### config.mk
export PLATFORM = sky130hd
export DESIGN_NAME = captureWriter
export DESIGN_NICKNAME = d
export VERILOG_FILES = /design/src/captureCfgPkg.sv /design/src/videoPkg.sv /design/src/captureWriter.sv
export SDC_FILE = /design/constraint.sdc
export NUM_CORES = 1
export LEC_CHECK = 0
export BUFFER_PORTS_ARGS = -buffer_cell sky130_fd_sc_hd__buf_2
export CAP_MARGIN = 20
export CELL_PAD_IN_SITES_DETAIL_PLACEMENT = 1
export CELL_PAD_IN_SITES_GLOBAL_PLACEMENT = 1
export CORE_MARGIN = 2
export CORE_UTILIZATION = 39
export DETAILED_ROUTE_END_ITERATION = 8
export PLACE_DENSITY = 0.94
export SYNTH_ARGS = -nofsm -noshare
export SYNTH_HDL_FRONTEND = slang
export SYNTH_SLANG_ARGS = --single-unit
### constraint.sdc
create_clock -name clock -period 3.4 [get_ports clock]
set_input_delay 0.34 -clock clock [delete_from_list [all_inputs] [get_ports clock]]
set_output_delay 0.34 -clock clock [all_outputs]
set_load 0.05 [all_outputs]
### src/captureCfgPkg.sv
package captureCfgPkg;

    typedef struct packed {
        logic [9:0] hStart;
        logic [9:0] hEnd;
        logic [9:0] vStart;
        logic [9:0] vEnd;
    } windowT;

    typedef struct packed {
        windowT      progressive;
        windowT      interlaced;
        logic [14:0] bufferLineLength;
        logic [14:0] bufferSize;
        logic [14:0] ramNumWords;
        logic [14:0] triggerAddress;
    } captureCfgT;

    typedef struct packed {
        logic        awvalid;
        logic [7:0]  awaddr;
        logic        wvalid;
        logic [31:0] wdata;
        logic [3:0]  wstrb;
        logic        bready;
        logic        arvalid;
        logic [7:0]  araddr;
        logic        rready;
    } axiLiteReqT;

    typedef struct packed {
        logic        awready;
        logic        wready;
        logic        bvalid;
        logic [1:0]  bresp;
        logic        arready;
        logic        rvalid;
        logic [31:0] rdata;
        logic [1:0]  rresp;
    } axiLiteRspT;

    localparam logic [1:0] respOkay   = 2'b00;
    localparam logic [1:0] respSlvErr = 2'b10;

    localparam logic [7:0] regProgH    = 8'h00;
    localparam logic [7:0] regProgV    = 8'h04;
    localparam logic [7:0] regIntH     = 8'h08;
    localparam logic [7:0] regIntV     = 8'h0C;
    localparam logic [7:0] regLineGeom = 8'h10;
    localparam logic [7:0] regRamWords = 8'h14;
    localparam logic [7:0] regTrigger  = 8'h18;

endpackage

### src/videoPkg.sv
package videoPkg;

    // Counter width of the incoming timing.
    typedef logic [11:0] positionT;

    // Field order matches the RAM word layout.
    typedef struct packed {
        logic [7:0] red;
        logic [7:0] green;
        logic [7:0] blue;
    } pixelT;

    typedef struct packed {
        positionT counterX;
        positionT counterY;
        pixelT    pixel;
    } videoInT;

    typedef enum logic {
        captureProgressive,
        captureLineDoubler
    } captureModeT;

    // First field ends here when line doubling.
    localparam positionT fieldOneLastLine = 12'd240;
    // Second field starts here when line doubling.
    localparam positionT fieldTwoFirstLine = 12'd263;

endpackage
### src/captureWriter.sv
`timescale 1ns/100ps

module captureWriter #(
    parameter int ramAddrWidth = 15
) (
    input  logic                      clock,
    input  logic                      rstN,
    input  videoPkg::videoInT         videoIn,
    input  logic                      lineDoubler,
    input  captureCfgPkg::captureCfgT cfg,
    output logic                      wrEnable,
    output logic [ramAddrWidth-1:0]   wrAddr,
    output videoPkg::pixelT           wrData,
    output logic                      startTrigger
);
    import videoPkg::*;
    import captureCfgPkg::*;

    captureModeT mode;
    windowT      window;
    positionT    posX;
    positionT    posY;
    positionT    prevX;
    positionT    hStart;
    positionT    hEnd;
    positionT    vStart;
    positionT    vEnd;
    positionT    lineOffset;
    logic        verticalCapture;
    logic        capture;
    logic        lineEnd;
    logic        firstBuffer;
    logic [14:0] lineBase;
    logic [14:0] addrFull;
    logic [14:0] nextAddr;

    assign mode   = lineDoubler ? captureLineDoubler : captureProgressive;
    assign window = (mode == captureLineDoubler) ? cfg.interlaced : cfg.progressive;
    assign posX   = videoIn.counterX;
    assign posY   = videoIn.counterY;
    assign hStart = positionT'(window.hStart);
    assign hEnd   = positionT'(window.hEnd);
    assign vStart = positionT'(window.vStart);
    assign vEnd   = positionT'(window.vEnd);

    always_comb begin
        if (mode == captureLineDoubler) begin
            // Both fields go into the same buffer.
            verticalCapture = (posY < fieldOneLastLine)
                           || (posY >= fieldTwoFirstLine && posY < vEnd);
        end else begin
            verticalCapture = (posY >= vStart) && (posY < vEnd);
        end
    end

    assign capture     = verticalCapture && (posX >= hStart) && (posX < hEnd);
    assign lineEnd     = (prevX == hEnd) && (posX == hEnd); // Once per line.
    assign lineOffset  = posY - vStart;
    assign firstBuffer = {3'd0, lineOffset} < cfg.bufferSize;
    assign nextAddr    = lineBase + {3'd0, posX - hStart};

    always_ff @(posedge clock or negedge rstN) begin
        if (!rstN) begin
            prevX        <= '0;
            lineBase     <= '0;
            addrFull     <= '0;
            wrEnable     <= 1'b0;
            startTrigger <= 1'b0;
        end else begin
            prevX <= posX;
            if (lineEnd) begin
                if (verticalCapture && lineBase < cfg.ramNumWords - cfg.bufferLineLength) begin
                    lineBase <= lineBase + cfg.bufferLineLength;
                end else begin
                    lineBase <= '0; // Wrap to the start of RAM.
                end
            end
            wrEnable <= capture;
            if (capture) begin
                addrFull     <= nextAddr;
                // Fires on the write after the trigger address.
                startTrigger <= firstBuffer && (addrFull == cfg.triggerAddress);
            end else begin
                startTrigger <= 1'b0;
            end
        end
    end

    always_ff @(posedge clock) begin
        if (capture) begin
            wrData <= videoIn.pixel;
        end
    end

    assign wrAddr = addrFull[ramAddrWidth-1:0];

endmodule

=== Yosys cells after proc, flatten, opt, wreduce, memory -nomap -nowiden ===
Index checks and enable logic that the tools add are counted.

* Output and inout bits: 41
* Flip-flop bits (word level): 68
* Input port bits: 191
* Logic and storage cells: 37

* $add $sub $neg: 5
* Muxes and demuxes: 5
* Reductions and logical operators: 8
* Magnitude comparators: 8
* Equality and inequality tests: 3

{| class="wikitable"
|+ Operators by type and width
! operator !! count
|-
| 40-bit two-way mux || 1
|-
| 12-bit by 10-bit equality test with 1-bit output || 2
|-
| 12-bit by 10-bit >= comparator with 1-bit output || 2
|-
| 12-bit by 10-bit less-than comparator with 1-bit output || 2
|-
| 12-bit by 10-bit subtractor with 12-bit output || 2
|-
| 15-bit by 12-bit adder with 15-bit output || 1
|-
| 15-bit adder || 1
|-
| 15-bit equality test || 1
|-
| 12-bit by 15-bit less-than comparator with 1-bit output || 1
|-
| 15-bit less-than comparator || 1
|-
| 15-bit two-way mux || 1
|-
| 15-bit subtractor || 1
|-
| 12-bit by 9-bit >= comparator with 1-bit output, second input constant || 1
|-
| 12-bit by 8-bit less-than comparator with 1-bit output, second input constant || 1
|-
| 1-bit logical AND || 7
|-
| 1-bit two-way mux || 3
|-
| 1-bit logical OR || 1
|}

=== Depth between registers and ports, before layout ===
Gate-level depths: netlist of the first run.

* Depth after elaboration: 9
* Gate-level depth with buffers: 21
* Mapped depth without buffers: 19

=== Worst setup path after synthesis of the first run ===
OpenSTA, ideal clock, no wires.

* Kind: input port to flip-flop
* Start: in lineDoubler
* End: reg addrFull[14], in the netlist wrAddr[14]
* Data required time: 3,275 ps
* Path buffers: 4
* Path slack: -1,481 ps
* Arrival time: 4,756 ps
* Library setup time: 125 ps
* Cell stages on the path: 20
* Path through: buf_6 > buf_2 > buf_1 > clkbuf_1 > mux2i_1 > ha_1 > nor2b_1 > o21ai_0 > a21boi_0 > o21ai_0 > and2_1 > o21ai_0 > xor2_1 > ha_1 > o21ai_0 > a21boi_0 > nand3_1 > a311oi_1 > xnor2_1 > mux2_2

* Longest elaborated chain between the ends: 8
* Elaborated cells on any way between the ends: 14
* Those cells by class: 2 x add/sub; 4 x order compare; 3 x mux; 5 x reduce/logical

{| class="wikitable"
|+ RTL lines
! item !! RTL line !! RTL
|-
| start: declaration || captureWriter.sv:9 || <nowiki>input logic lineDoubler,</nowiki>
|-
| 1-bit two-way mux * || captureWriter.sv:37 || <nowiki>assign mode = lineDoubler ? captureLineDoubler : captureProgressive;</nowiki>
|-
| branches (longest 7 deep; another with 15-bit by 12-bit adder with 15-bit output) || -- ||
|-
| end signal: assignment || captureWriter.sv:80 || <nowiki>addrFull <= nextAddr;</nowiki>
|-
| end: declaration || captureWriter.sv:34 || <nowiki>logic [14:0] addrFull;</nowiki>
|}

Every way passes the cells marked *.
A chain may end at the register's enable or synchronous reset.

=== Worst setup path in the final report of the first run ===
* Start: in lineDoubler
* End: reg addrFull[13], in the netlist wrAddr[13]

Same word-level chain as after synthesis.

==> results of run 1 <==
## cell families (layout without fill, tap and decap cells)
group / count (synthesis) / count (layout) / share of synthesized area [%]
buffers and inverters: 64 / 386 / 3.96
and+or+nand+nor: 178 / 178 / 13.3
AOI/OAI and AO/OA: 190 / 190 / 17.6
DFF: 68 / 68 / 26.3
xor gates and xnor gates: 76 / 76 / 9.61
other: 0 / 1 / 0
adders and majority gates: 109 / 109 / 20.2
muxes: 56 / 56 / 8.96
## metal layers
metal	up-vias	GRT usage [%]	routed length [um]
met5	-	0	13
met4	2	16.9	1920
met3	158	5.15	1940
met2	392	52.4	14900
met1	3593	28.3	10300
li1	3387	-	-
## sequential cells by signal (all words and copies together), names as in the netlist
register      flops
wrEnable          1
wrData           24
lineBase         15
prevX            12
wrAddr           15
startTrigger      1
## stage by stage
| step | setup TNS, ns | total power [uW] | hold WS [ns] | utilization, % |
|---|---|---|---|---|
| CTS | 0 | 3590 | 0.119 | 54.2 |
| floorplan | -2.50 | 2010 | 0.0444 | - |
| detailed placement | -13.96 | 2600 | 0.471 | 51.4 |
| global placement | -6.06 | 2520 | 0.461 | 51.4 |
| global route | -5.23 | 3890 | 0.123 | 55.8 |
| finish | -2.26 | 3700 | 0.125 | 55.8 |
## repair_timing
item / 4_1_cts / 5_1_grt
gates cloned: 0 / 0
setup buffers: 14 / 7
hold endpoints to repair: 0 / 5
pin swaps: 16 / 34
hold buffers: 0 / 1
gates resized for setup: 27 / 41
endpoints found under the setup margin: 22 / 24
## worst min path at each step
stage | startpoint | end | slack [ns] | cells after the start
global route | videoIn[36] | prevX[0] | 0.12 | 1
detailed placement | videoIn[36] | prevX[0] | 0.47 | 1
floorplan | rstN | lineBase[0] | 0.04 | 0
global placement | videoIn[36] | prevX[0] | 0.46 | 1
CTS | videoIn[36] | prevX[0] | 0.12 | 1
finish | videoIn[36] | prevX[0] | 0.12 | 1
## area by class of cell
class / count / area, um2 / area share [%]
clock buffers: 9 / 225 / 2.32
diodes: 1 / 2.50 / 0.0258
inverters: 49 / 186 / 1.92
repair buffers: 321 / 1920 / 19.8
multi-input cells: 609 / 5200 / 53.7
well taps: 225 / 282 / 2.91
clock inverters: 7 / 51.3 / 0.529
flip-flops and latches: 68 / 1820 / 18.8
## power groups by stage
| stage | Clock (uW) | Combinational [uW] | Sequential (uW) |
|---|---|---|---|
| after CTS | 903 | 1670 | 1020 |
| after global placement | 0 | 1490 | 1030 |
| final | 899 | 1790 | 1010 |
| after floorplan | 0 | 777 | 1230 |
| after detailed placement | 0 | 1570 | 1030 |
| after global routing | 943 | 1920 | 1020 |
## cell usage in the layout, fill, tap and decap left out, types with 8 or more instances in the layout
cell type and count:
buf_2 229, ha_1 99, buf_4 82, nand2_1 48, inv_1 45, dfrtp_1 44
xnor2_1 41, a21oi_1 37, mux2i_1 36, xor2_1 32, o21ai_0 30, nor2_1 25
edfxtp_1 24, nand4_1 18, a21o_1 15, o21ai_1 13, nor3_1 13, nor4_1 13
mux2_4 12, nand3_1 11, o21ai_2 10, a21oi_2 10, o21a_1 9, clkbuf_16 9
nor2b_1 8, o211ai_1 8
## worst max-delay path, stage by stage
cell and delay [ns]:
buf_12 0.10, buf_6 0.16, mux2i_1 0.40, ha_1 0.38, a21boi_2 0.22, buf_4 0.15, buf_4 0.13, buf_4 0.13
buf_4 0.12, nor2_1 0.13, ha_1 0.28, nand3_1 0.20, o22ai_2 0.28, nand2b_1 0.23, nand4_1 0.23, nand4_1 0.19
o211ai_1 0.10, mux2_4 0.26
==> results.md, run 1 <==
* Outcome: complete, but fails checks
* Failing checks: setup timing
* Sw frac at 40.9%
* Yosys top cell area share at roughly a fifth
* Slew Viols, Final at 0
* Critical path startpoint category: input port
* Top FF cell, synth: dfrtp_1
* Syn Inst Count at 741
* Top cells by area, synth: ha_1 (19%), dfrtp_1 (16%), edfxtp_1 (10%), xnor2_1 (5.6%), mux2i_1 (5.5%)
* All-Layer GR Usage at between 20% and 30%
* Pleak at 0.00479 uW
* Cell Pwr Density at 382 nW/um2
* Die Height at 137 um
* Clock skew at 0.00581 ns
* Worst slack at placement at -0.754 ns
* R2R Setup Slk at 0.48 ns
* Boundary pin count at 232
* Min Tclk post-route at 3.82 ns
* Net count reported at finish at 1358
* Port bufs at 231
* Worst r2r src: lineBase[0]
* Syn_nets at ~1000
* Sequential Power Share at 27.4%
* Max Freq at 262 MHz
* Post-Syn Area at 6930 um2
* Actual slew at the worst max-slew pin at just over 0.5 ns
* Vias per cell at 5.84
* Max VDD drop at 0.304 mV
* First-pass GRT wire length at 40400 um
* Initial cell density of the core at 39.9%
* Initial antenna violation count at 2
* Vias at approximately 7500
* Largest net degree at the start of global routing at 45
* Gate power share at 48.4%
* Hold Crit Class: input port to register
* Antenna Nets Post-Route at 0
* First drt pass iteration count at 5
* Non-Filler Instances at 1289
* Max-cap violations at 0
* Placed Cells incl. Taps at 1249
* Yosys warnings at 0
* Post-synth EDFFs at 24
* Syn Area/Cell at between 9 and 10 um2
* Routability cong. at ~0.88
* CTS tree: built
* Unique masters post-synth at around 60
* Post-synthesis register bit count at 68
* Setup crit start: lineDoubler
* R2R cell count at 9
* Most common cell in the synthesized netlist: ha_1
* Worst Setup EP: wrAddr[13]
* Worst rel slew slack at 65.9%
* CTS clock-pin slew for the worst setup and hold paths at roughly 0.06 ns
* Clock network fraction of total power at ~24%
* Req. time, crit path at approximately 3.6 ns
* Synthesis-to-layout area growth at 39.9%
* CP arrival at 4.04 ns
* Clock Latency Late Sink at 0.34 ns
* Initial detailed-routing violation count at 340
* Total clock sinks at 68
* DRC Markers at 0
* Core area at between 15000 and 20000 um2
* WL final at 29000 um
* Row cnt at 48
* WL/cell at between 20 and 25 um
* Internal power at 2190 uW
* Worst Path Class, Setup: input port to register
* TritonCTS Buffers at 9
* Chip width at 137 um
* Root Driver: clkbuf_16
* Worst Path Max Fanout at 7
* Final period util at 112%
* Final setup viols at 11
* Net Switching at 1520 uW
* Top cells by count, synth: ha_1 (104), o21ai_0 (54), inv_1 (49), nand2_1 (49), a21oi_1 (47)
* FF-to-FF End: lineBase[14]
* Asr flop ratio synth at 64.7%
* RSZ-0062 raised after global routing: yes
* Vias in the first global route at 7993
* Longest Clk Path Bufs at 2
* Filler Cells Inserted at 2084
* Die area at 18800 um2
* Hold Vio Cnt, Final at 0
* Crit path capture type: register
* GRT overflow at 0
* Hpwl dp at about 21000 um
* Placed Area at ~9000 um2
* Post-route cell area at 9690 um2
* Part of the Yosys area used for sequential elements at between 20% and 30%
* Synth area leader: ha_1
* CTS H-tree lvls at 3
* Setup WS post-layout at -0.417 ns
* Layout cell share with drive strength beyond 1 at 39.4%
Power figures use the tool's default switching activity.
==> inputs of run 2 (changes only) <==
--- a/config.mk
+++ b/config.mk
@@ -12,6 +12,7 @@
 export CORE_MARGIN = 2
 export CORE_UTILIZATION = 39
 export DETAILED_ROUTE_END_ITERATION = 8
+export MAX_ROUTING_LAYER = met4
 export PLACE_DENSITY = 0.94
 export SYNTH_ARGS = -nofsm -noshare
 export SYNTH_HDL_FRONTEND = slang
==> run 2 against run 1 <==
The flow still finishes with violations (setup timing). Wire length decreased by 0.78%. Flip-flop and latch count unchanged. Non-clock buffer count did not move. Critical path type unchanged.
==> results.md, run 2 (synthesized netlist as in run 1, its figures left out) <==
* Outcome: complete, but fails checks
* Failing checks: setup timing
* Most frequent CP cell: buf_4
* Longest Clk Path Bufs at 2
* CP top delay family: simple AND/OR/NAND/NOR gates
* Placed Area at 8920 um2
* Routability cong. at about 0.89
* Vias in the first global route at roughly 8000
* Req. time, crit path at approximately 3.6 ns
* CTS H-tree lvls at 3
* Die Height at approximately 140 um
* R2R cell count at 9
* Root Driver: clkbuf_16
* Setup crit start: lineDoubler
* Crit-path max cell delay at 0.31 ns
* Most frequent cells in the layout: buf_2 (229), ha_1 (100), buf_4 (81)
* Cell Pwr Density at around 380 nW/um2
* Most flop-heavy register: wrData
* Boundary pin count at 232
* FF-to-FF End: lineBase[14]
* Sequential Power Share at between 20% and 30%
* Setup WS post-layout at -0.285 ns
* Synthesis-to-layout area growth at 39.8%
* CTS tree: built
* CTS clock-pin slew for the worst setup and hold paths at 0.07 ns
* Row cnt at 48
* Clock Latency Late Sink at 0.34 ns
* Chip width at roughly 140 um
* Critical path depth at 19
* Pleak at 0.00479 uW
* Final setup viols at 14
* Die area at 18800 um2
* WL/cell at 22.3 um
* Worst rel slew slack at 65.2%
* Hold Vio Cnt, Final at 0
* Critical path startpoint category: input port
* First-pass GRT wire length at 40400 um
* Initial detailed-routing violation count at 376
* Internal power at roughly 2200 uW
* Worst r2r src: lineBase[0]
* GRT overflow at 0
* Vias at 7557
* WL final at just under 30000 um
* First drt pass iteration count at 4
* Layout cell share with drive strength beyond 1 at a little under 40%
* Max-cap violations at 0
* Commonest non-fill, non-tap cell in the layout: buf_2
* Non-Filler Instances at 1290
* Max VDD drop at 0.304 mV
* Initial antenna violation count at 2
* CP arrival at 3.90 ns
* Net Switching at roughly 1500 uW
* Buf/Inv on CP at 5
* Final period util at 108%
* TritonCTS Buffers at 9
* Placed Cells incl. Taps at 1249
* Worst Path Class, Setup: input port to register
* Gate power share at about 48%
* Crit path capture type: register
* Post-route cell area at 9680 um2
* Slew Viols, Final at 0
* Antenna Nets Post-Route at 0
* Port bufs at 231
* Worst Setup EP: wrAddr[13]
* Vias per cell at 5.86
* All-Layer GR Usage at between 20 and 30%
* Crit path cell chain: buf_12 -> mux2i_4 -> ha_1 -> nor2b_2 -> o21ai_2 -> a21boi_2 -> buf_4 -> buf_4 -> buf_4 -> buf_4 -> nor2_1 -> ha_1 -> nand3_1 -> o22ai_2 -> nand2b_1 -> nand4_1 -> nand4_1 -> o211ai_1 -> mux2_4
* Worst Path Max Fanout at 4
* Net count reported at finish at 1358
* RSZ-0062 raised after global routing: yes
* Total clock sinks at 68
* Core area at 17400 um2
* Actual slew at the worst max-slew pin at 0.517 ns
* Clock skew at roughly 0.0077 ns
* DRC Markers at 0
* R2R Setup Slk at roughly 0.48 ns
* Hpwl dp at 21000 um
* Hold Crit Class: input port to register
* Max Freq at 271 MHz
* Largest net degree at the start of global routing at 45
* Clock network fraction of total power at 24.2%
* Min Tclk post-route at 3.69 ns
* Sw frac at 40.8%
* Max FFs per register at 24
* Initial cell density of the core at 39.9%
* CP max-delay cell: ha_1
==> run 2: final cells by class <==
cell class	instances	area [um2]
antenna	2	5.00
timing repair buffer	321	1920
clock inverter	7	51.3
multi-input combinational	609	5190
inverter	49	186
sequential	68	1820
clock buffer	9	225
tap	225	282
fill	2092	7670
==> run 2: worst min-delay path by stage <==
| stage | startpoint | end | cells past startpoint |
|---|---|---|---|
| global route | videoIn[36] | prevX[0] | 1 |
| global placement | videoIn[36] | prevX[0] | 1 |
| finish | videoIn[36] | prevX[0] | 1 |
| detailed placement | videoIn[36] | prevX[0] | 1 |
| CTS | videoIn[36] | prevX[0] | 1 |
| floorplan | rstN | lineBase[0] | 0 |
==> run 2: per-stage QoR <==
| stage | power [uW] | util [%] | setup WS [ns] | hold slack, ns | TNS (ns) |
|---|---|---|---|---|---|
| after floorplan | 2010 | - | -0.432 | 0.0444 | -2.50 |
| after global placement | 2520 | 51.4 | -0.347 | 0.461 | -6.06 |
| after detailed placement | 2600 | 51.4 | -0.754 | 0.471 | -13.96 |
| after CTS | 3590 | 54.2 | 0.00383 | 0.119 | 0 |
| after global routing | 3870 | 55.8 | -0.322 | 0.122 | -4.25 |
| final | 3690 | 55.8 | -0.285 | 0.122 | -1.45 |
==> run 2: timing repair <==
item	in CTS	in global routing
setup buffers	14	7
resized for setup	27	41
setup endpoints to repair	22	24
hold buffers	0	1
pin swaps	16	29
hold endpoints to repair	0	6
==> run 2: layer usage <==
metal	wire (um)	GRT usage [%]	vias to the layer above
li1	-	-	3390
met1	10300	28.3	3623
met2	14900	52.5	392
met3	1880	5.19	152
met4	1730	16.9	0
met5	0	-	-
==> run 2: power groups by stage <==
stage          logic [uW]  clock network, uW  registers, uW
2_1_floorplan         777                  0           1230
3_3_place_gp         1490                  0           1030
3_5_place_dp         1570                  0           1030
4_1_cts              1670                903           1020
5_1_grt              1910                935           1030
6_report             1790                893           1010
