==> config.mk <==
export PLATFORM = sky130hd
export DESIGN_NAME = captureConfigRegs
export DESIGN_NICKNAME = d
export VERILOG_FILES = /design/src/captureCfgPkg.sv /design/src/captureConfigRegs.sv
export SDC_FILE = /design/constraint.sdc
export NUM_CORES = 1
export LEC_CHECK = 0
export BUFFER_PORTS_ARGS = -buffer_cell sky130_fd_sc_hd__buf_2
export CELL_PAD_IN_SITES_DETAIL_PLACEMENT = 1
export CELL_PAD_IN_SITES_GLOBAL_PLACEMENT = 1
export CORE_MARGIN = 10
export CORE_UTILIZATION = 40
export DETAILED_ROUTE_END_ITERATION = 10
export PLACE_DENSITY_LB_ADDON = 0.05
export REMOVE_ABC_BUFFERS = 1
export SLEW_MARGIN = 40
export SYNTH_ARGS = -nofsm -noshare
export SYNTH_HDL_FRONTEND = slang
export SYNTH_SLANG_ARGS = --single-unit
==> constraint.sdc <==
create_clock -name clock -period 2.1 [get_ports clock]
set_input_delay 0.105 -clock clock [delete_from_list [all_inputs] [get_ports clock]]
set_output_delay 0.105 -clock clock [all_outputs]
set_load 0.01 [all_outputs]
==> src/captureCfgPkg.sv <==
package captureCfgPkg;

    typedef struct packed {
        logic [9:0] hStart;
        logic [9:0] hEnd;
        logic [9:0] vStart;
        logic [9:0] vEnd;
    } windowT;

    typedef struct packed {
        windowT      progressive;
        windowT      interlaced;
        logic [14:0] bufferLineLength;
        logic [14:0] bufferSize;
        logic [14:0] ramNumWords;
        logic [14:0] triggerAddress;
    } captureCfgT;

    typedef struct packed {
        logic        awvalid;
        logic [7:0]  awaddr;
        logic        wvalid;
        logic [31:0] wdata;
        logic [3:0]  wstrb;
        logic        bready;
        logic        arvalid;
        logic [7:0]  araddr;
        logic        rready;
    } axiLiteReqT;

    typedef struct packed {
        logic        awready;
        logic        wready;
        logic        bvalid;
        logic [1:0]  bresp;
        logic        arready;
        logic        rvalid;
        logic [31:0] rdata;
        logic [1:0]  rresp;
    } axiLiteRspT;

    localparam logic [1:0] respOkay   = 2'b00;
    localparam logic [1:0] respSlvErr = 2'b10;

    localparam logic [7:0] regProgH    = 8'h00;
    localparam logic [7:0] regProgV    = 8'h04;
    localparam logic [7:0] regIntH     = 8'h08;
    localparam logic [7:0] regIntV     = 8'h0C;
    localparam logic [7:0] regLineGeom = 8'h10;
    localparam logic [7:0] regRamWords = 8'h14;
    localparam logic [7:0] regTrigger  = 8'h18;

endpackage

==> src/captureConfigRegs.sv <==
`timescale 1ns/100ps

module captureConfigRegs (
    input  logic                      clock,
    input  logic                      rstN,
    input  captureCfgPkg::axiLiteReqT axiReq,
    output captureCfgPkg::axiLiteRspT axiRsp,
    output captureCfgPkg::captureCfgT cfg
);
    import captureCfgPkg::*;

    captureCfgT  cfgReg;
    logic        writeReady;
    logic        readReady;
    logic        bValid;
    logic [1:0]  bResp;
    logic        rValid;
    logic [1:0]  rResp;
    logic [31:0] rData;
    logic        writeAccept;
    logic        readAccept;
    logic        bValidNext;
    logic        rValidNext;
    logic [31:0] writeWord;

    function automatic logic isMapped(logic [7:0] addr);
        return addr inside {regProgH, regProgV, regIntH, regIntV,
                            regLineGeom, regRamWords, regTrigger};
    endfunction

    // Register image as seen on the bus.
    function automatic logic [31:0] regImage(captureCfgT c, logic [7:0] addr);
        logic [31:0] image;
        case (addr)
            regProgH:    image = {6'd0, c.progressive.hEnd, 6'd0, c.progressive.hStart};
            regProgV:    image = {6'd0, c.progressive.vEnd, 6'd0, c.progressive.vStart};
            regIntH:     image = {6'd0, c.interlaced.hEnd, 6'd0, c.interlaced.hStart};
            regIntV:     image = {6'd0, c.interlaced.vEnd, 6'd0, c.interlaced.vStart};
            regLineGeom: image = {1'b0, c.bufferSize, 1'b0, c.bufferLineLength};
            regRamWords: image = {17'd0, c.ramNumWords};
            regTrigger:  image = {17'd0, c.triggerAddress};
            default:     image = '0;
        endcase
        return image;
    endfunction

    function automatic logic [31:0] mergeBytes(logic [31:0] oldWord, logic [31:0] newWord,
                                               logic [3:0] strobe);
        logic [31:0] merged;
        for (int lane = 0; lane < 4; lane++) begin
            merged[8*lane +: 8] = strobe[lane] ? newWord[8*lane +: 8] : oldWord[8*lane +: 8];
        end
        return merged;
    endfunction

    assign writeAccept = writeReady && axiReq.awvalid && axiReq.wvalid;
    assign readAccept  = readReady && axiReq.arvalid;
    assign bValidNext  = bValid ? !axiReq.bready : writeAccept;
    assign rValidNext  = rValid ? !axiReq.rready : readAccept;
    assign writeWord   = mergeBytes(regImage(cfgReg, axiReq.awaddr), axiReq.wdata, axiReq.wstrb);

    always_ff @(posedge clock or negedge rstN) begin
        if (!rstN) begin
            writeReady <= 1'b0;
            readReady  <= 1'b0;
            bValid     <= 1'b0;
            bResp      <= respOkay;
            rValid     <= 1'b0;
            rResp      <= respOkay;
        end else begin
            writeReady <= !bValidNext; // Blocked while a response waits.
            readReady  <= !rValidNext;
            bValid     <= bValidNext;
            rValid     <= rValidNext;
            if (writeAccept) begin
                bResp <= isMapped(axiReq.awaddr) ? respOkay : respSlvErr;
            end
            if (readAccept) begin
                rResp <= isMapped(axiReq.araddr) ? respOkay : respSlvErr;
            end
        end
    end

    always_ff @(posedge clock) begin
        if (readAccept) begin
            rData <= regImage(cfgReg, axiReq.araddr); // Zero for unmapped offsets.
        end
    end

    always_ff @(posedge clock or negedge rstN) begin
        if (!rstN) begin
            cfgReg <= '0;
        end else if (writeAccept) begin
            case (axiReq.awaddr)
                regProgH: begin
                    cfgReg.progressive.hStart <= writeWord[9:0];
                    cfgReg.progressive.hEnd   <= writeWord[25:16];
                end
                regProgV: begin
                    cfgReg.progressive.vStart <= writeWord[9:0];
                    cfgReg.progressive.vEnd   <= writeWord[25:16];
                end
                regIntH: begin
                    cfgReg.interlaced.hStart <= writeWord[9:0];
                    cfgReg.interlaced.hEnd   <= writeWord[25:16];
                end
                regIntV: begin
                    cfgReg.interlaced.vStart <= writeWord[9:0];
                    cfgReg.interlaced.vEnd   <= writeWord[25:16];
                end
                regLineGeom: begin
                    cfgReg.bufferLineLength <= writeWord[14:0];
                    cfgReg.bufferSize       <= writeWord[30:16];
                end
                regRamWords: cfgReg.ramNumWords    <= writeWord[14:0];
                regTrigger:  cfgReg.triggerAddress <= writeWord[14:0];
                default: ; // Unmapped writes are dropped.
            endcase
        end
    end

    assign axiRsp.awready = writeReady;
    assign axiRsp.wready  = writeReady;
    assign axiRsp.bvalid  = bValid;
    assign axiRsp.bresp   = bResp;
    assign axiRsp.arready = readReady;
    assign axiRsp.rvalid  = rValid;
    assign axiRsp.rdata   = rData;
    assign axiRsp.rresp   = rResp;
    assign cfg            = cfgReg;

endmodule

## Word-level counts from Yosys, hierarchy flattened

Cells that the tools add are included.
W data, S select, Z words.

- Equality and inequality tests: 13
- Mux-type cells: 10
- Reduce and logical (&&, ||, !) cells: 19

Operator list:

| cell | count |
|---|---|
| $pmux W31 S7 | 1 |
| $pmux W31 S6 | 1 |
| $eq A8 B5 Y1 const B | 6 |
| $eq A8 B4 Y1 const B | 4 |
| $eq A8 B3 Y1 const B | 2 |
| $logic_not A8 Y1 | 2 |
| $mux W8 | 2 |
| $mux W7 | 2 |
| $reduce_and A2 Y1 | 7 |
| $reduce_bool A7 Y1 | 2 |
| $logic_not A1 Y1 | 4 |
| $mux W2 | 2 |
| $logic_and A1 B1 Y1 | 3 |
| $reduce_and A3 Y1 | 1 |
| $mux W1 | 2 |
| $ne A2 B2 Y1 const B | 1 |

- Flip-flop bits (word level): 180
- Input bits: 59
- Output and inout bits: 181

## Longest topological paths before layout

Gate-level depths: netlist of the first run.

- Word-level depth: 4
- Depth in mapped cells: 8
- Depth with buffers taken out: 5

## Worst setup path before layout of the first run

OpenSTA, ideal clock, no wires.

- Path kind: input-to-reg
- Start: input port axiReq[53] in the netlist's numbering
- End: register cfgReg, in the netlist cfg[118]
- Setup time: 0.128 ns
- Data arrival time: 1.741 ns
- Slack: 0.231 ns
- Cell stages on the path: 7
- Path through: or3_1 > buf_2 > a2111o_1 > buf_6 > a221o_1 > o22ai_4 > o21ai_1

- Longest elaborated chain between the ends: 3
- Elaborated cells between the ends (all ways): 9
- Classes of those cells: eq/ne (6); mux (2); reduce/logical (1)

RTL lines:

| item | line | text |
|---|---|---|
| start: declaration | captureConfigRegs.sv:6 | `input captureCfgPkg::axiLiteReqT axiReq,` |
| $eq A8 B5 Y1, or another cell as far along | captureConfigRegs.sv:34 | `case (addr)` |
| $pmux W31 S6 | captureConfigRegs.sv:34 |  |
| $mux W7 | captureConfigRegs.sv:51 | `merged[8*lane +: 8] = strobe[lane] ? newWord[8*lane +: 8] : oldWord[8*lane +: 8];` |
| end: declaration | captureConfigRegs.sv:12 | `captureCfgT cfgReg;` |

Several ways; a longest one is shown, not always the timed one. The select of a mux whose other input is x is not followed.
A chain may end at the register's enable or synchronous reset.

## Final worst setup path of the first run

- Start: register writeReady
- End: register cfgReg, in the netlist cfg[51]

- Longest elaborated chain between the ends: 3

RTL lines:

| item | line | text |
|---|---|---|
| start: declaration | captureConfigRegs.sv:13 | `logic writeReady;` |
| start signal: assignment | captureConfigRegs.sv:71 | `writeReady <= !bValidNext;` |
| $logic_and A1 B1 Y1 (2 in a row) | captureConfigRegs.sv:56 | `assign writeAccept = writeReady && axiReq.awvalid && axiReq.wvalid;` |
| $reduce_and A2 Y1 (no line) | -- |  |

No other way between the ends.

==> results of run 1 <==
-- power by group through the flow --
stage	Sequential, mW	Combinational (mW)	Clock [mW]
floorplan	3.79	0.223	0
global placement	3.74	0.793	0
detailed placement	3.74	0.802	0
CTS	3.67	0.837	3.26
global route	3.69	0.899	3.39
finish	3.67	0.830	3.22
-- repair_timing --
item,in CTS,in global routing
setup buffers,0,0
resized for setup,0,0
hold buffers,20,0
endpoints found under the hold margin,64,0
-- state kept, by name, summed over array words and instances, names as in the netlist --
| signal | flops |
|---|---|
| bResp | 1 |
| bValid | 1 |
| cfg | 140 |
| rData | 30 |
| rResp | 1 |
| rValid | 1 |
| readReady | 1 |
| writeReady | 1 |
-- metal layers --
| layer | routed length, um | vias to the layer above |
|---|---|---|
| li1 | - | 3583 |
| met1 | 14800 | 4027 |
| met2 | 17000 | 301 |
| met3 | 2360 | 50 |
| met4 | 741 | 4 |
| met5 | 25 | - |
-- cell type report --
cell class,instances,area [um2],area share [%]
flip-flops and latches,176,4550,40.0
multi-input cells,561,3790,33.3
repair buffers,339,2080,18.3
clock buffers,19,433,3.81
well taps,275,344,3.02
clock inverters,13,138,1.21
inverters,8,30.0,0.264
diodes,1,2.50,0.0220
-- cells by family (layout without fill, tap and decap cells) --
| family | count (synthesis) | in the layout |
|---|---|---|
| flip-flops | 176 | 176 |
| buffers and inverters | 72 | 379 |
| other | 1 | 5 |
| AND/OR/NAND/NOR | 229 | 229 |
| AO/OA/AOI/OAI | 226 | 226 |
| multiplexers | 102 | 102 |
-- through the flow --
stage / power (mW) / hold slack, ns
final: 7.72 / 0.0199
after global routing: 7.98 / 0.0285
after floorplan: 4.01 / -0.191
after detailed placement: 4.54 / 0.108
after global placement: 4.53 / 0.107
after CTS: 7.77 / 0.0134
-- worst register-to-register path, cell delays in order, from the launching register on --
cell and delay [ns]:
dfrtp_1 0.36, nand3_1 0.20, nor2b_1 0.38, nand2_2 0.23, buf_4 0.24, mux2_2 0.29
-- cell usage in the layout, fill, tap and decap left out, types with 15 or more instances in the layout --
| cell type | count |
|---|---|
| clkbuf_16 | 17 |
| buf_2 | 232 |
| nand3_1 | 15 |
| dfrtp_1 | 146 |
| a222oi_1 | 24 |
| buf_4 | 81 |
| dlygate4sd3_1 | 20 |
| nand2_1 | 148 |
| mux2i_1 | 18 |
| o21ai_0 | 93 |
| a22oi_1 | 22 |
| mux2_2 | 79 |
| edfxtp_1 | 30 |
-- worst paths after layout --
path / end
min: cfg[57]
max: cfg[51]
max reg2reg: cfg[51]
min reg2reg: bValid
max in group asynchronous: cfg[82]
min in group asynchronous: rValid
==> key figures, run 1 <==
Power
  – VDD IR max: 0.495 mV
  – Clock share of power: 41.6%
  – Sequential share of power: 47.6%
  – P_leak: 5.66 nW
  – Switch share: 27.4%
  – Pint: 5.60 mW
  – Power per cell area: 679 nW/um2
  – Switch Pwr: 2.12 mW
  – Logic pwr share: 10.8%

GRT
  – Met3 Track Usage GR: 5.98%
  – Initial antenna violation count: 3
  – First-pass GRT wire length: 53.9 mm
  – Gr ovfl total: 0
  – Vias in the first global route: 8659
  – Grt met2 use: 40.9%
  – Met1 Resource Use GR: 30.9%
  – Total track usage: 24.6%
  – Largest net degree at the start of global routing: 50
  – Global routing's busiest layer: met2

Synthesis
  – Gate Count Post-Synth: 806
  – Post-Synth XOR/XNOR Area: 0%
  – Synth async-reset ratio: 83.0%
  – Sequential cell area fraction in the yosys report: 52.9%
  – Cell area after synthesis: 8610 um2
  – Main combinational cell family by area after synthesis: compound AO/OA/AOI/OAI gates
  – Post-synth EDFFs: 30
  – Yosys top cell by area: dfrtp_1
  – Synth top cells by count: 149 x nand2_1, 146 x dfrtp_1, 93 x o21ai_0
  – Post-synthesis mux area share: 13.1%
  – Post-synthesis register bit count: 176
  – Yosys top cell area share: 42.4%
  – Simple-gate share of the synthesized area: 12.0%
  – YS warnings: 0
  – Yosys cell types: 63
  – Post-Syn Area per Cell: 10.7 um2
  – Adder-Cell Fraction of Synth Area: 0%
  – Largest cells by area after synthesis: dfrtp_1 42%, edfxtp_1 10%, mux2_2 10%, nand2_1 6.5%, o21ai_0 5.4%
  – Prevailing post-synth register cell: dfrtp_1
  – Compound-Gate Fraction of Synth Area: 18.3%
  – Most frequent cell after synthesis: nand2_1

Detailed routing
  – Post-route DRC: 0
  – DR vias: 7965
  – Routed Antenna Nets: 0
  – Avg WL per Cell: 25.1 um
  – Starting DRT DRC Count: 581
  – DR vias/cell: 5.72
  – WL final: 34.9 mm
  – 1st-pass router iterations: 8

Clock tree
  – CTS tree: built
  – Num Clock Sinks: 176
  – Number of CTS-inserted buffers: 17
  – CTS max path bufs: 2
  – Clock latency on the worst-skew pair: 0.44 ns
  – H-tree depth: 4
  – Clock Root Buffer: clkbuf_16
  – Clk slew on worst S/H paths: 0.08 ns

Critical path
  – R2R Setup Slk: 0.27 ns
  – Register-to-Register Path Depth: 5
  – CP Cell Sequence: nand3_1 -> nor2b_1 -> nand2_2 -> buf_4 -> mux2_2
  – CP Launch Point: writeReady
  – CP delay by family, top: simple AND/OR/NAND/NOR gates
  – Critical path peak fanout: 11
  – Worst Path Required: 2.41 ns
  – Type of origin of the critical path: flop
  – Critical path type: flop to flop
  – Critical Path AT: 2.14 ns
  – Slowest stage delay, CP: 0.38 ns
  – CP max stage cell: nor2b_1
  – Reg2Reg Launch Point: writeReady
  – Number of cells on the critical path: 5
  – Critical path endpoint category: flop
  – Buffers & Inverters on Critical Path: 1

STA
  – Tcrit/Tclk final: 86.9%
  – Fin Setup TNS: 0 ns
  – Clock skew: 0.0121 ns
  – Worst rel slew slack: 52.6%
  – Slew @ Worst Pin: 0.710 ns
  – RSZ-0062 raised after global routing: no
  – Final worst slack: 0.274 ns
  – Period minus WS final: 1.83 ns
  – Fin. max-slew vios: 0
  – Fmax achieved: 548 MHz
  – Final setup vio count: 0
  – Hold violation count in the final report: 0

Placed design
  – Global placer's final weighted congestion: 0.843
  – Pre-CTS setup slack: 0.00773 ns
  – PortBufs: 233
  – Dpl hpwl: 25.5 mm
  – Instance area at placement: 10600 um2
  – Placed cell count: 1339

Outcome
  – Status: finished clean

Cells and area
  – Nets@finish: 1162
  – Layout area overhead: 32.1%
  – Final Cell Area: 11400 um2
  – Final cell count without fillers: 1392
  – Layout cell share with drive strength beyond 1: 40.0%
  – FILL cells: 2398
  – Final Util: 53.9%

Floorplanning
  – Die H: 167 um
  – Ports: 240
  – Total core area: 21100 um2
  – Die area: 27800 um2
  – Site Rows: 53
  – Initial Utilization: 40.8%
  – Die width: 167 um

Min path
  – Min-Delay Path Class: input port to flop
  – Hold Startpoint: axiReq[27]
  – Hold Path Depth: 3

Flow run
  – Max Cap Viol: 0
Power figures use the tool's default switching activity.
==> inputs of run 2 (changes only) <==
==> constraint.sdc (replaced) <==
create_clock -name clock -period 2.1 [get_ports clock]
set_input_delay 0.42 -clock clock [delete_from_list [all_inputs] [get_ports clock]]
set_output_delay 0.42 -clock clock [all_outputs]
set_load 0.01 [all_outputs]
==> key figures, run 2 (synthesized netlist as in run 1, its figures left out) <==
STA
  – Fin Setup TNS: 0 ns (unchanged)
  – Slew @ Worst Pin: 0.697 ns (was 0.710 ns)
  – Period minus WS final: 2.00 ns (was 1.83 ns)
  – Fin. max-slew vios: 0 (unchanged)
  – Fmax achieved: 500 MHz (was 548 MHz)
  – Final worst slack: 0.101 ns (was 0.274 ns)
  – Worst rel slew slack: 53.4% (was 52.6%)
  – RSZ-0062 raised after global routing: no (unchanged)
  – Final setup vio count: 0 (unchanged)
  – Tcrit/Tclk final: 95.2% (was 86.9%)
  – Clock skew: 0.0120 ns (was 0.0121 ns)
  – Hold violation count in the final report: 0 (unchanged)

Min path
  – Hold Startpoint: axiReq[0] (was axiReq[27])
  – Hold Path Sink: rValid (was cfg[57])
  – Hold Path Depth: 2 (was 3)
  – Min-Delay Path Class: input port to flop (unchanged)

Clock tree
  – Clock latency on the worst-skew pair: 0.44 ns (about the same)
  – Number of CTS-inserted buffers: 17 (unchanged)
  – Post-CTS Setup Inserts: 0 (unchanged)
  – CTS tree: built (unchanged)
  – Clock Root Buffer: clkbuf_16 (unchanged)
  – Num Clock Sinks: 176 (unchanged)
  – CTS max path bufs: 2 (unchanged)
  – Post-cts resize count: 0 (unchanged)
  – H-tree depth: 4 (unchanged)
  – Clk slew on worst S/H paths: 0.07 ns (was 0.08 ns)

Power
  – P_leak: 5.84 nW (was 5.66 nW)
  – Logic pwr share: 10.8% (about the same)
  – VDD IR max: 0.548 mV (was 0.495 mV)
  – Sequential share of power: 46.9% (was 47.6%)
  – Switch Pwr: 2.12 mW (about the same)
  – Pint: 5.72 mW (was 5.60 mW)
  – Power, Total: 7.84 mW (was 7.72 mW)
  – Power per cell area: 671 nW/um2 (was 679 nW/um2)
  – Clock share of power: 42.3% (was 41.6%)
  – Switch share: 27.0% (was 27.4%)

Placed design
  – Instance area at placement: 11100 um2 (was 10600 um2)
  – Dpl hpwl: 26.2 mm (was 25.5 mm)
  – PortBufs: 233 (unchanged)
  – Global placer's final weighted congestion: 0.859 (was 0.843)
  – Pre-CTS setup slack: -0.343 ns (was 0.00773 ns)

Floorplanning
  – Total core area: 21100 um2 (unchanged)
  – Initial Utilization: 40.8% (unchanged)
  – Die H: 167 um (unchanged)
  – Die width: 167 um (unchanged)
  – Site Rows: 53 (unchanged)
  – Ports: 240 (unchanged)
  – Die area: 27800 um2 (unchanged)

Detailed routing
  – Avg WL per Cell: 25.3 um (was 25.1 um)
  – WL met3: 2.62 mm (was 2.36 mm)
  – DR vias: 8135 (was 7965)
  – 1st-pass router iterations: 5 (was 8)
  – Post-route DRC: 0 (unchanged)
  – Wl on met1: 14.7 mm (was 14.8 mm)
  – Routed Antenna Nets: 0 (unchanged)
  – Met2 WL: 18.0 mm (was 17.0 mm)
  – DR vias/cell: 5.76 (was 5.72)
  – Top Metal Used: met5 (unchanged)
  – WL final: 35.8 mm (was 34.9 mm)
  – Starting DRT DRC Count: 667 (was 581)

GRT
  – First-pass GRT wire length: 54.8 mm (was 53.9 mm)
  – Initial antenna violation count: 2 (was 3)
  – Gr ovfl total: 0 (unchanged)
  – Total track usage: 25.2% (was 24.6%)
  – Largest net degree at the start of global routing: 47 (was 50)
  – Vias in the first global route: 8856 (was 8659)

Critical path
  – Register-to-Register Path Depth: 5 (unchanged)
  – Critical path peak fanout: 7 (was 11)
  – Critical path type: input port to flop (was flop to flop)
  – Critical Path AT: 2.33 ns (was 2.14 ns)
  – R2R Setup Slk: 0.26 ns (was 0.27 ns)
  – Reg2Reg Launch Point: cfg[72] (was writeReady)
  – Type of origin of the critical path: input port (was flop)
  – Critical path endpoint category: flop (unchanged)
  – R2R Path End: cfg[92] (was cfg[51])
  – Worst Path Required: 2.43 ns (was 2.41 ns)

Cells and area
  – Layout area overhead: 35.7% (was 32.1%)
  – Final Cell Area: 11700 um2 (was 11400 um2)
  – Nets@finish: 1184 (was 1162)
  – Max reg flops: 140 (unchanged)
  – Commonest non-fill, non-tap cells in the layout: 232 x buf_2, 148 x nand2_1, 146 x dfrtp_1 (unchanged)
  – Final Util: 55.4% (was 53.9%)
  – FILL cells: 2381 (was 2398)
  – Layout cell share with drive strength beyond 1: 42.9% (was 40.0%)
  – Antenna Cells: 0 (was 1)
  – Commonest non-fill, non-tap cell in the layout: buf_2 (unchanged)

Flow run
  – Max Cap Viol: 0 (unchanged)

Outcome
  – Status: finished clean (unchanged)
[run 2: worst max path at each step]
stage                           from  endpoint
after detailed placement  axiReq[53]  cfg[121]
after global placement     axiReq[6]  rData[7]
final                     axiReq[53]  cfg[121]
after global routing      axiReq[53]   cfg[37]
after floorplan           axiReq[53]   cfg[49]
after CTS                 axiReq[53]  cfg[121]
[run 2: repair_timing]
action / in CTS / in global routing
hold buffers: 1 / 0
endpoints found under the hold margin: 39 / 0
endpoints found under the setup margin: 0 / 0
[run 2: layer usage]
layer / GRT usage [%] / vias up
met5: 0 / -
met4: 6.19 / 2
met3: 5.86 / 39
met2: 42.7 / 332
met1: 31.7 / 4134
li1: - / 3628
[run 2: layout make-up]
cell class                      instances  area [um2]  share of cell area (%)
Sequential cell                       176        4550                    39.0
Multi-Input combinational cell        561        3800                    32.5
Timing Repair Buffer                  361        2360                    20.2
Clock buffer                           18         429                    3.67
Tap cell                              275         344                    2.94
Clock inverter                         14         174                    1.49
Inverter                                8        30.0                   0.257
[run 2: per-stage QoR]
step / hold slack [ns] / std cells
CTS: 0.172 / 1413
global placement: 0.395 / 1380
detailed placement: 0.395 / 1380
global route: 0.190 / 1413
finish: 0.180 / 1413
floorplan: 0.124 / 745
[run 2: worst max-delay path: stages]
cell and delay (ns):
buf_2 0.11, or3_1 0.44, a2111o_1 0.42, buf_4 0.19, a21oi_4 0.35, mux2_2 0.39
[run 2: power by group through the flow]
stage                     Combinational (mW)  Sequential (mW)  Clock (mW)
after floorplan                        0.223             3.79           0
after global placement                 0.835             3.74           0
after detailed placement               0.848             3.74           0
after CTS                              0.856             3.68        3.37
after global routing                   0.913             3.69        3.52
final                                  0.847             3.68        3.32
==> inputs of run 3 (changes only) <==
Settings changed: CORE_UTILIZATION 40 to 42, CTS_BUF_LIST set to sky130_fd_sc_hd__clkbuf_8.
==> key figures, run 3 (synthesized netlist as in run 1, its figures left out) <==
Detailed routing
  – Starting DRT DRC Count: 567 (was 667)
  – Avg WL per Cell: 24.7 um (was 25.3 um)
  – WL final: 34.8 mm (was 35.8 mm)
  – 1st-pass router iterations: 7 (was 5)
  – DR vias/cell: 5.77 (was 5.76)
  – DR vias: 8147 (was 8135)
  – Post-route DRC: 0 (unchanged)
  – Routed Antenna Nets: 0 (unchanged)

Power
  – P_leak: 5.77 nW (was 5.84 nW)
  – Power per cell area: 597 nW/um2 (was 671 nW/um2)
  – Power, Total: 6.86 mW (was 7.84 mW)
  – VDD IR max: 0.410 mV (was 0.548 mV)

Critical path
  – Critical path type: input port to flop (unchanged)
  – Worst Path Required: 2.45 ns (was 2.43 ns)
  – CP Cell Sequence: buf_2 -> or3_1 -> a2111o_1 -> buf_12 -> a221o_1 -> o22ai_4 -> o21ai_1 (was buf_2 -> or3_1 -> a2111o_1 -> buf_4 -> a21oi_4 -> mux2_2)
  – Critical path peak fanout: 10 (was 7)
  – Critical Path AT: 2.27 ns (was 2.33 ns)
  – Slowest stage delay, CP: 0.43 ns (was 0.44 ns)
  – CP max stage cell: a2111o_1 (was or3_1)
  – Critical path endpoint category: flop (unchanged)
  – Type of origin of the critical path: input port (unchanged)

GRT
  – Vias in the first global route: 8873 (was 8856)
  – Gr ovfl total: 0 (unchanged)
  – Largest net degree at the start of global routing: 52 (was 47)
  – Initial antenna violation count: 0 (was 2)
  – First-pass GRT wire length: 53.0 mm (was 54.8 mm)
  – Total track usage: 26.0% (was 25.2%)

STA
  – Fmax achieved: 522 MHz (was 500 MHz)
  – Final setup vio count: 0 (unchanged)
  – Fin Setup TNS: 0 ns (unchanged)
  – Hold violation count in the final report: 0 (unchanged)
  – Period minus WS final: 1.92 ns (was 2.00 ns)
  – Tcrit/Tclk final: 91.3% (was 95.2%)
  – RSZ-0062 raised after global routing: no (unchanged)
  – WHS: 0.133 ns (was 0.180 ns)
  – Slew @ Worst Pin: 0.563 ns (was 0.697 ns)
  – Final worst slack: 0.183 ns (was 0.101 ns)
  – Fin. max-slew vios: 0 (unchanged)
  – Worst rel slew slack: 62.5% (was 53.4%)
  – Clock skew: 0.0140 ns (was 0.0120 ns)

Cells and area
  – Nets@finish: 1187 (was 1184)
  – Final cell count without fillers: 1411 (was 1413)
  – Layout cell share with drive strength beyond 1: 43.1% (was 42.9%)
  – Max reg flops: 140 (unchanged)
  – Commonest non-fill, non-tap cell in the layout: buf_2 (unchanged)
  – Final Util: 56.8% (was 55.4%)
  – Commonest non-fill, non-tap cells in the layout: 232 x buf_2, 148 x nand2_1, 146 x dfrtp_1 (unchanged)
  – Antenna Cells: 0 (unchanged)
  – Final Cell Area: 11500 um2 (was 11700 um2)
  – FILL cells: 2296 (was 2381)
  – Layout area overhead: 33.5% (was 35.7%)

Placed design
  – Dpl hpwl: 26.5 mm (was 26.2 mm)
  – Global placer's final weighted congestion: 0.884 (was 0.859)
  – Instance area at placement: 11100 um2 (about the same)
  – Placed cell count: 1378 (was 1380)
  – Pre-CTS setup slack: -0.302 ns (was -0.343 ns)
  – PortBufs: 233 (unchanged)

Floorplanning
  – Die area: 26600 um2 (was 27800 um2)
  – Site Rows: 52 (was 53)
  – Ports: 240 (unchanged)
  – Die width: 163 um (was 167 um)
  – Total core area: 20200 um2 (was 21100 um2)
  – Initial Utilization: 42.6% (was 40.8%)
  – Die H: 163 um (was 167 um)

Clock tree
  – CTS max path bufs: 2 (unchanged)
  – Post-CTS Setup Inserts: 0 (unchanged)
  – Clock Root Buffer: clkbuf_8 (was clkbuf_16)
  – Number of CTS-inserted buffers: 17 (unchanged)
  – CTS tree: built (unchanged)
  – H-tree depth: 4 (unchanged)
  – Clk slew on worst S/H paths: 0.11 ns (was 0.07 ns)
  – Clock latency on the worst-skew pair: 0.48 ns (was 0.44 ns)
  – Num Clock Sinks: 176 (unchanged)

Flow run
  – Max Cap Viol: 0 (unchanged)

Outcome
  – Status: finished clean (unchanged)

Min path
  – Min-Delay Path Class: input port to flop (unchanged)
## run 3: cell types whose count changed in the layout (fill, tap and decap cells not counted), sizes merged
cell      change
clkinv        +5
inv           +1
clkinvlp      -3
bufinv        -2
buf           +3
clkbuf        -1
## run 3: path summary, 6_finish.rpt
| path | end | slack [ns] | startpoint | cells past startpoint |
|---|---|---|---|---|
| min in group asynchronous | rValid | 0.46 | rstN | 2 |
| worst max-delay path | cfg[23] | 0.18 | axiReq[53] | 7 |
| worst min register to register | rValid | 0.51 | rValid | 1 |
| worst min-delay path | rValid | 0.13 | axiReq[0] | 2 |
| worst max register to register | cfg[120] | 0.19 | writeReady | 5 |
| max in group asynchronous | cfg[73] | 0.95 | rstN | 3 |
## run 3: worst max-delay path: cells and delay by family
kind / cells / cell delay (ns)
simple gates: 1 / 0.42
compound gates: 4 / 1.15
buf+inv: 2 / 0.28
## run 3: repair_timing
item	CTS	global route
endpoints found under the setup margin	0	1
hold buffers	1	0
gates resized for setup	0	1
endpoints found under the hold margin	45	0
## run 3: area by class of cell
class	count	area (um2)	area share, %
Tap cell	270	338	2.94
Sequential cell	176	4550	39.6
Multi-Input combinational cell	561	3790	33.0
Clock buffer	17	234	2.03
Clock inverter	15	151	1.32
Timing Repair Buffer	364	2400	20.8
Inverter	8	30.0	0.261
## run 3: per-layer routing
metal  track usage (%)  routed length (um)  vias to the layer above
li1                  -                   -                     3654
met1              32.0               14200                     4143
met2              44.0               17400                      300
met3              5.76                2520                       50
met4              8.85                 768                        0
met5                 0                   0                        -
## run 3: where the power goes
part	switching [mW]	internal, mW
Clock	1.46	0.878
Combinational	0.509	0.334
Sequential	0.0844	3.59
